$ cat config.mk
export PLATFORM = sky130hd
export DESIGN_NAME = flow_lookup_stage_flat
export DESIGN_NICKNAME = d
export VERILOG_FILES = /design/src/flow_pkg.sv /design/src/hdr_stream_if.sv /design/src/ternary_match_table.sv /design/src/flow_lookup_stage.sv /design/src/flat_wrapper.sv
export VERILOG_INCLUDE_DIRS = /design/src /design/src/src
export SDC_FILE = /design/constraint.sdc
export NUM_CORES = 2
export LEC_CHECK = 0
export BUFFER_PORTS_ARGS = -buffer_cell sky130_fd_sc_hd__buf_2
export CORE_MARGIN = 10
export CORE_UTILIZATION = 59
export CTS_CLUSTER_DIAMETER = 40
export DETAILED_ROUTE_END_ITERATION = 7
export MAX_ROUTING_LAYER = met4
export PLACE_DENSITY = 0.86
export SYNTH_ARGS = -nofsm -noshare
export SYNTH_HDL_FRONTEND = slang
export SYNTH_HIERARCHICAL = 1
export SYNTH_SLANG_ARGS = --single-unit
$ cat constraint.sdc
create_clock -name axi_aclk -period 5.05 [get_ports axi_aclk]
set_input_delay 0.2525 -clock axi_aclk [delete_from_list [all_inputs] [get_ports axi_aclk]]
set_output_delay 0.2525 -clock axi_aclk [all_outputs]
set_load 0.05 [all_outputs]
$ cat src/flow_defs.svh
// Field widths and table sizes for the flow lookup pipeline
// Included by the package and by every RTL file that sizes logic from them

`ifndef FLOW_DEFS_SVH
`define FLOW_DEFS_SVH

// Header field widths
`define FLOW_MAC_W       48
`define FLOW_IP_W        32
`define FLOW_PORT_W      16

// Action entry width, one per table entry
`define FLOW_ACT_W       8

// Match table geometry
`define FLOW_TBL_DEPTH   16
`define FLOW_TBL_ADDR_W  4

// Statistics counters
`define FLOW_CNT_W       32

// Ingress physical port tag
`define FLOW_SRC_W       8

`endif

$ cat src/flow_pkg.sv
// Types shared by the flow lookup stages and the top level
// Refer to them with flow_pkg:: scoped names

`default_nettype none

`include "flow_defs.svh"

package flow_pkg;

   // {mac_dst, ip_dst, port_no}, port number in the low bits
   typedef logic [`FLOW_MAC_W+`FLOW_IP_W+`FLOW_PORT_W-1:0] hdr_t;

   // Sized for the MAC stage, narrower stages use the low bits
   typedef logic [`FLOW_MAC_W-1:0] key_t;

   typedef logic [`FLOW_ACT_W-1:0] act_t;

   // {hit, action}
   typedef logic [`FLOW_ACT_W:0] stage_res_t;

   // {port result, mac result, ip result}
   typedef logic [3*(`FLOW_ACT_W+1)-1:0] action_vec_t;

   typedef logic [`FLOW_CNT_W-1:0] count_t;

   typedef logic [`FLOW_SRC_W-1:0] src_port_t;

   typedef logic [`FLOW_TBL_ADDR_W-1:0] tbl_addr_t;

   // Selects a stage for table writes and counter access
   typedef enum logic [1:0] {
      STAGE_IP   = 2'd0,
      STAGE_MAC  = 2'd1,
      STAGE_PORT = 2'd2
   } stage_sel_t;

endpackage

`default_nettype wire

$ cat src/hdr_stream_if.sv
// One header beat plus its action word, passed between lookup stages
// Valid/ready handshake, the beat moves when both are high on a clock edge

`timescale 1ns/1ps
`default_nettype none

`include "flow_defs.svh"

interface hdr_stream_if;

   logic                    valid;
   logic                    ready;
   flow_pkg::hdr_t          hdr;
   flow_pkg::src_port_t     src_port;
   flow_pkg::action_vec_t   action;

   // Upstream side
   modport source (
      output valid,
      output hdr,
      output src_port,
      output action,
      input  ready
   );

   // Downstream side
   modport sink (
      input  valid,
      input  hdr,
      input  src_port,
      input  action,
      output ready
   );

endinterface

`default_nettype wire

$ cat src/ternary_match_table.sv
// Ternary key/mask table with a valid bit per entry
// Combinational priority match, lowest matching index wins

`timescale 1ns/1ps
`default_nettype none

`include "flow_defs.svh"

module ternary_match_table #(
   parameter int KEY_W = 32
) (
   input  wire logic                axi_aclk,
   input  wire logic                arst_n,

   input  wire logic                wr_en,
   input  flow_pkg::tbl_addr_t      wr_addr,
   input  wire logic [KEY_W-1:0]    wr_key,
   input  wire logic [KEY_W-1:0]    wr_mask,

   input  wire logic [KEY_W-1:0]    lookup_key,
   output logic                     hit,
   output flow_pkg::tbl_addr_t      hit_addr
);

   localparam int DEPTH = `FLOW_TBL_DEPTH;

   logic [KEY_W-1:0]  key_mem  [DEPTH];
   logic [KEY_W-1:0]  mask_mem [DEPTH];
   logic [DEPTH-1:0]  valid_q;
   logic [DEPTH-1:0]  match;

   // Entry valid bits, cleared only by reset
   always_ff @(posedge axi_aclk or negedge arst_n) begin
      if (!arst_n) begin
         valid_q <= '0;
      end else if (wr_en) begin
         valid_q[wr_addr] <= 1'b1;
      end
   end

   // Key and mask storage
   always_ff @(posedge axi_aclk) begin
      if (wr_en) begin
         key_mem[wr_addr]  <= wr_key;
         mask_mem[wr_addr] <= wr_mask;
      end
   end

   // A mask bit of one means the key bit must agree
   always_comb begin
      for (int i = 0; i < DEPTH; i++) begin
         match[i] = valid_q[i] && (((lookup_key ^ key_mem[i]) & mask_mem[i]) == '0);
      end
   end

   // Scan downwards so the lowest index is the last to assign
   always_comb begin
      hit      = 1'b0;
      hit_addr = '0;
      for (int i = DEPTH - 1; i >= 0; i--) begin
         if (match[i]) begin
            hit      = 1'b1;
            hit_addr = flow_pkg::tbl_addr_t'(i);
         end
      end
   end

   // A reported hit always points at a populated entry
   a_hit_valid : assert property (
      @(posedge axi_aclk) disable iff (!arst_n)
      hit |-> valid_q[hit_addr]
   );

endmodule

`default_nettype wire

$ cat src/flow_lookup_stage.sv
// One lookup stage: ternary match on a header field, action read and result insert
// Single output register, so one beat in flight and full throughput

`timescale 1ns/1ps
`default_nettype none

`include "flow_defs.svh"

module flow_lookup_stage #(
   parameter int KEY_W   = 32,
   parameter int KEY_LSB = 16,
   parameter int RES_LSB = 0
) (
   input  wire logic             axi_aclk,
   input  wire logic             arst_n,

   hdr_stream_if.sink            in,
   hdr_stream_if.source          out,

   // Table write port
   input  wire logic             key_wren,
   input  wire logic             act_wren,
   input  flow_pkg::tbl_addr_t   wr_addr,
   input  flow_pkg::key_t        wr_key,
   input  flow_pkg::key_t        wr_mask,
   input  flow_pkg::act_t        wr_act,

   // Statistics
   input  wire logic             cnt_clr,
   output flow_pkg::count_t      hit_cnt,
   output flow_pkg::count_t      miss_cnt,
   output flow_pkg::count_t      total_cnt
);

   localparam int DEPTH = `FLOW_TBL_DEPTH;
   localparam int RES_W = $bits(flow_pkg::stage_res_t);

   logic                     lookup_hit;
   flow_pkg::tbl_addr_t      lookup_addr;
   logic [KEY_W-1:0]         lookup_key;
   flow_pkg::act_t           act_mem [DEPTH];
   flow_pkg::stage_res_t     res;
   flow_pkg::action_vec_t    action_nxt;
   logic                     accept;

   logic                     valid_q;
   flow_pkg::hdr_t           hdr_q;
   flow_pkg::src_port_t      src_q;
   flow_pkg::action_vec_t    action_q;

   assign lookup_key = in.hdr[KEY_LSB +: KEY_W];

   ternary_match_table #(
      .KEY_W      (KEY_W)
   ) u_tcam (
      .axi_aclk   (axi_aclk),
      .arst_n     (arst_n),
      .wr_en      (key_wren),
      .wr_addr    (wr_addr),
      .wr_key     (wr_key[KEY_W-1:0]),
      .wr_mask    (wr_mask[KEY_W-1:0]),
      .lookup_key (lookup_key),
      .hit        (lookup_hit),
      .hit_addr   (lookup_addr)
   );

   // Action memory, same addressing as the match table
   always_ff @(posedge axi_aclk) begin
      if (act_wren) begin
         act_mem[wr_addr] <= wr_act;
      end
   end

   // Miss leaves the slot all zero
   assign res = lookup_hit ? {1'b1, act_mem[lookup_addr]} : '0;

   always_comb begin
      action_nxt = in.action;
      action_nxt[RES_LSB +: RES_W] = res;
   end

   // Take a new beat when the register is empty or draining this cycle
   assign in.ready = !valid_q || out.ready;
   assign accept   = in.valid && in.ready;

   always_ff @(posedge axi_aclk or negedge arst_n) begin
      if (!arst_n) begin
         valid_q <= 1'b0;
      end else if (accept) begin
         valid_q <= 1'b1;
      end else if (out.ready) begin
         valid_q <= 1'b0;
      end
   end

   // Payload, loaded only on accept
   always_ff @(posedge axi_aclk) begin
      if (accept) begin
         hdr_q    <= in.hdr;
         src_q    <= in.src_port;
         action_q <= action_nxt;
      end
   end

   assign out.valid    = valid_q;
   assign out.hdr      = hdr_q;
   assign out.src_port = src_q;
   assign out.action   = action_q;

   // Counters, clear has priority over a same-cycle count
   always_ff @(posedge axi_aclk or negedge arst_n) begin
      if (!arst_n) begin
         hit_cnt   <= '0;
         miss_cnt  <= '0;
         total_cnt <= '0;
      end else if (cnt_clr) begin
         hit_cnt   <= '0;
         miss_cnt  <= '0;
         total_cnt <= '0;
      end else if (accept) begin
         total_cnt <= total_cnt + 1'b1;
         if (lookup_hit) begin
            hit_cnt <= hit_cnt + 1'b1;
         end else begin
            miss_cnt <= miss_cnt + 1'b1;
         end
      end
   end

   // Downstream sees a stable beat while it stalls
   a_out_stable : assert property (
      @(posedge axi_aclk) disable iff (!arst_n)
      (out.valid && !out.ready) |=>
         ($stable(out.hdr) && $stable(out.src_port) && $stable(out.action))
   );

endmodule

`default_nettype wire

$ cat src/flat_wrapper.sv
// flat-port wrapper written by rule: the top's interface ports become plain ports
module flow_lookup_stage_flat 
#(
   parameter int KEY_W   = 32,
   parameter int KEY_LSB = 16,
   parameter int RES_LSB = 0
)
  (axi_aclk, arst_n, key_wren, act_wren, wr_addr, wr_key, wr_mask, wr_act, cnt_clr, hit_cnt, miss_cnt, total_cnt, in_valid, in_hdr, in_src_port, in_action, in_ready, out_valid, out_hdr, out_src_port, out_action, out_ready);
  hdr_stream_if in_i ();
  hdr_stream_if out_i ();
  input  wire logic axi_aclk;
  input  wire logic arst_n;
  input  wire logic key_wren;
  input  wire logic act_wren;
  input  flow_pkg::tbl_addr_t wr_addr;
  input  flow_pkg::key_t wr_key;
  input  flow_pkg::key_t wr_mask;
  input  flow_pkg::act_t wr_act;
  input  wire logic cnt_clr;
  output flow_pkg::count_t hit_cnt;
  output flow_pkg::count_t miss_cnt;
  output flow_pkg::count_t total_cnt;
  input wire logic [$bits(in_i.valid)-1:0] in_valid;
  input wire logic [$bits(in_i.hdr)-1:0] in_hdr;
  input wire logic [$bits(in_i.src_port)-1:0] in_src_port;
  input wire logic [$bits(in_i.action)-1:0] in_action;
  output wire logic [$bits(in_i.ready)-1:0] in_ready;
  output wire logic [$bits(out_i.valid)-1:0] out_valid;
  output wire logic [$bits(out_i.hdr)-1:0] out_hdr;
  output wire logic [$bits(out_i.src_port)-1:0] out_src_port;
  output wire logic [$bits(out_i.action)-1:0] out_action;
  input wire logic [$bits(out_i.ready)-1:0] out_ready;
  assign in_i.valid = in_valid;
  assign in_i.hdr = in_hdr;
  assign in_i.src_port = in_src_port;
  assign in_i.action = in_action;
  assign in_ready = in_i.ready;
  assign out_valid = out_i.valid;
  assign out_hdr = out_i.hdr;
  assign out_src_port = out_i.src_port;
  assign out_action = out_i.action;
  assign out_i.ready = out_ready;
  flow_lookup_stage #(.KEY_W(KEY_W), .KEY_LSB(KEY_LSB), .RES_LSB(RES_LSB)) u_core (.axi_aclk(axi_aclk), .arst_n(arst_n), .in(in_i), .out(out_i), .key_wren(key_wren), .act_wren(act_wren), .wr_addr(wr_addr), .wr_key(wr_key), .wr_mask(wr_mask), .wr_act(wr_act), .cnt_clr(cnt_clr), .hit_cnt(hit_cnt), .miss_cnt(miss_cnt), .total_cnt(total_cnt));
endmodule
==> impl_metrics.toml <==
[clock_tree]
clock_latency_ps = 780
numCtsBuffers = 150
cts_tree = "built"
clk_path_buf_depth = 3
cts_setup_buffers = 0
clkTransAtPathRegs_ps = 60
cts_htree_levels = 4
cts_sinks = 1396
ctsResizeCount = 0
cts_hold_buf = 170
root_buffer = "clkbuf_16"

[grt]
met3_usage_pct = 6.738
grt_max_degree = 98
grt_pass1_vias = 31840
gr-usage-met1_pct = 36.15
grt_pass1_wl_mm = 219.9
grt_usage_pct = 30.50
grt_overflow = 0
gr-usage-met2_pct = 49.47
top_usage_layer = "met2"
antenna_found_initial = 9

[synth]
synthAdderAreaFrac_pct = 0.07091
syn_area_per_cell_um2 = 18.12
synth_top_area_cell = "edfxtp_1"
synth-edff-count = 1283
ys_types = 54
synth_seq_cells = 1396
synth_nets = 3171
async_flop_share_pct = 8.095
syn_area_um2 = 52930
synth_top_cell_area_share_pct = 72.78
synth_simple_gate_area_share_pct = 4.824
synth.area.mux_share_pct = 1.683
synth_top_family_by_area = "XOR/XNOR gates"
ys_seq_area_share_pct = 78.13
synth_top_cells_by_count = "edfxtp_1, xor2_1, a22oi_1"
synth_xor_area_share_pct = 9.696
synth-compound-area-share_pct = 4.467
synth_area_leaders = "edfxtp_1, xor2_1, dfrtp_1, a22oi_1, mux4_2"
synth.most_common_cell = "edfxtp_1"
ys_warn_count = 6
synth_flop_cell = "edfxtp_1"
syn-instance-count = 2922

[floorplan]
core-area_um2 = 88650
row_count = 109
dieArea_um2 = 102100
initial_utilization_pct = 59.71
pin_count = 475
die-height_um = 319.5
die_w_um = 319.5

[status]
status = "completed"

[sta]
finalSetupViolCount = 0
drv_slew = 0
tightest_slew_ps = 1151
relSlewSlack_pct = 23.10
fin_setup_tns_ps = 0
rsz0062_at_grt = "no"
max_freq_ghz = 0.2204
hold_viol_final = 0
post-route-period-util_pct = 89.85
min_period_ps = 4537
skew_ps = 45.57
timing.final.ws_setup_ps = 512.5

[routing]
drc = 0
first_pass_iters = 6
dr.first_iter.drc_count = 4955
wl_mm = 153.7
via_count = 31840
ant_nets = 0
vias_per_cell = 6.424
wire_per_inst_um = 31.01

[place]
placed_area_um2 = 56910
hpwlAfterDp_mm = 89.90
numPortBuffers = 433
placedCellCount = 4507
gp_congestion = 0.9127
detailedPlace.worstSlack_ps = 644.9

[worst_setup_path]
worstPathMaxFanout = 26
arrival_ps = 5000
startpoint_type = "primary input"
path_class = "primary input to register"
end_kind = "register"
critPathRequiredTime_ps = 5520

[run]
cap_violations = 0

[cells_and_area]
stdcell_area_um2 = 63560
nNetsFinal = 3913
drive_above_1_share_pct = 22.29
stdcell_count = 4957
synthToLayoutAreaGrowth_pct = 20.07
fillers = 4813

[power]
powerDensity_nw_per_um2 = 401.6
ir_worst_vdd_v = 0.0003749
power_leakage_nw = 22.56

[worst_hold_path]
holdCritPathClass = "primary input to register"
-- routing by layer --
layer | part of all wire (%) | up-vias
met1 | 34 | 15860
met3 | 11 | 502
met2 | 49 | 2664
met4 | 5.3 | 0
li1 | - | 12810
met5 | 0 | -
-- where the power goes --
part           leakage, nW  switching, mW  internal (mW)  total, mW
registers             13.2          0.108           12.9       13.0
logic                 7.02           1.11          0.445       1.56
clock network         2.37           4.70           6.24       10.9
-- registers in the layout, indices dropped and copies added, names as in the netlist, 16 cells and up --
register / flops
u_core/u_tcam/key_mem: 512
u_core/u_tcam/valid_q: 16
u_core/out.action: 27
u_core/miss_cnt: 32
u_core/hit_cnt: 32
u_core/total_cnt: 32
u_core/u_tcam/mask_mem: 512
u_core/out.hdr: 96
u_core/act_mem: 128
-- final timing paths --
path	cells after the start	to	slack (ps)	start
max in group asynchronous	3	u_core/u_tcam/valid_q[3]	3630	arst_n
max	16	u_core/out.action[7]	510	in_hdr[40]
min	1	u_core/u_tcam/mask_mem[13][13]	40	wr_mask[13]
min reg2reg	1	u_core/u_tcam/valid_q[14]	470	u_core/u_tcam/valid_q[14]
min in group asynchronous	2	u_core/miss_cnt[21]	260	arst_n
max reg2reg	14	u_core/out.action[7]	620	u_core/u_tcam/key_mem[10][24]
-- worst max-delay path: stages --
cell,delay [ps]
dlygate4sd3_1,540
buf_2,440
xor2_1,150
a222oi_1,640
buf_4,260
nand4_1,360
or4_4,590
nor2b_4,150
o21ai_2,100
a41oi_1,120
o21a_2,250
buf_12,170
buf_4,190
mux4_2,410
mux2i_1,190
o22ai_1,140
-- final cells by class --
type,count,area (um2),share of cell area [%]
inverter,11,46.29,0.07284
clock inverter,95,1042,1.640
antenna,6,15.01,0.02362
tap,1165,1458,2.293
timing repair buffer,691,4607,7.248
clock buffer,179,3894,6.126
sequential,1396,41350,65.07
multi-input combinational,1414,11140,17.53
-- metrics by stage --
step	total power, mW	hold slack (ps)	util [%]
finish	25.53	38.45	71.70
global placement	14.59	428.4	64.19
floorplan	13.97	-43.09	-
CTS	25.50	1.039	71.68
detailed placement	14.64	431.0	64.19
global route	26.10	5.876	71.70
-- cell families after synthesis --
kind of cell | after synthesis
multiplexers | 49
flip-flops | 1396
XOR/XNOR | 586
AND/OR/NAND/NOR | 476
adder cells (fa/ha/maj) | 3
AO/OA/AOI/OAI | 300
buffers and inverters | 112
-- cell usage in the layout (no fill, tap or decap), types with 12 or more instances in the layout --
cell | Yosys | routed
edfxtp_1 | 1283 | 1283
xor2_1 | 525 | 525
buf_2 | 52 | 432
dlygate4sd3_1 | 0 | 170
clkbuf_16 | 0 | 151
a22oi_1 | 118 | 118
dfrtp_1 | 113 | 113
nor2_1 | 104 | 92
buf_4 | 8 | 83
nand2_1 | 69 | 69
nand4_1 | 61 | 61
xnor2_1 | 61 | 61
nand3_1 | 57 | 57
a22o_1 | 53 | 53
a221oi_1 | 46 | 46
nor4_1 | 39 | 39
mux4_2 | 32 | 32
clkbuf_1 | 29 | 27
nor3_1 | 29 | 24
a21oi_1 | 21 | 21
clkinv_2 | 0 | 20
and3_1 | 19 | 19
o21ai_0 | 19 | 19
or3_1 | 18 | 18
mux2i_1 | 17 | 17
or2_2 | 17 | 17
inv_6 | 0 | 16
a222oi_1 | 16 | 16
clkinvlp_4 | 0 | 15
clkinv_1 | 0 | 15
and4_1 | 14 | 14
bufinv_16 | 0 | 12
nor2_4 | 0 | 12
Power figures use the tool's default switching activity.
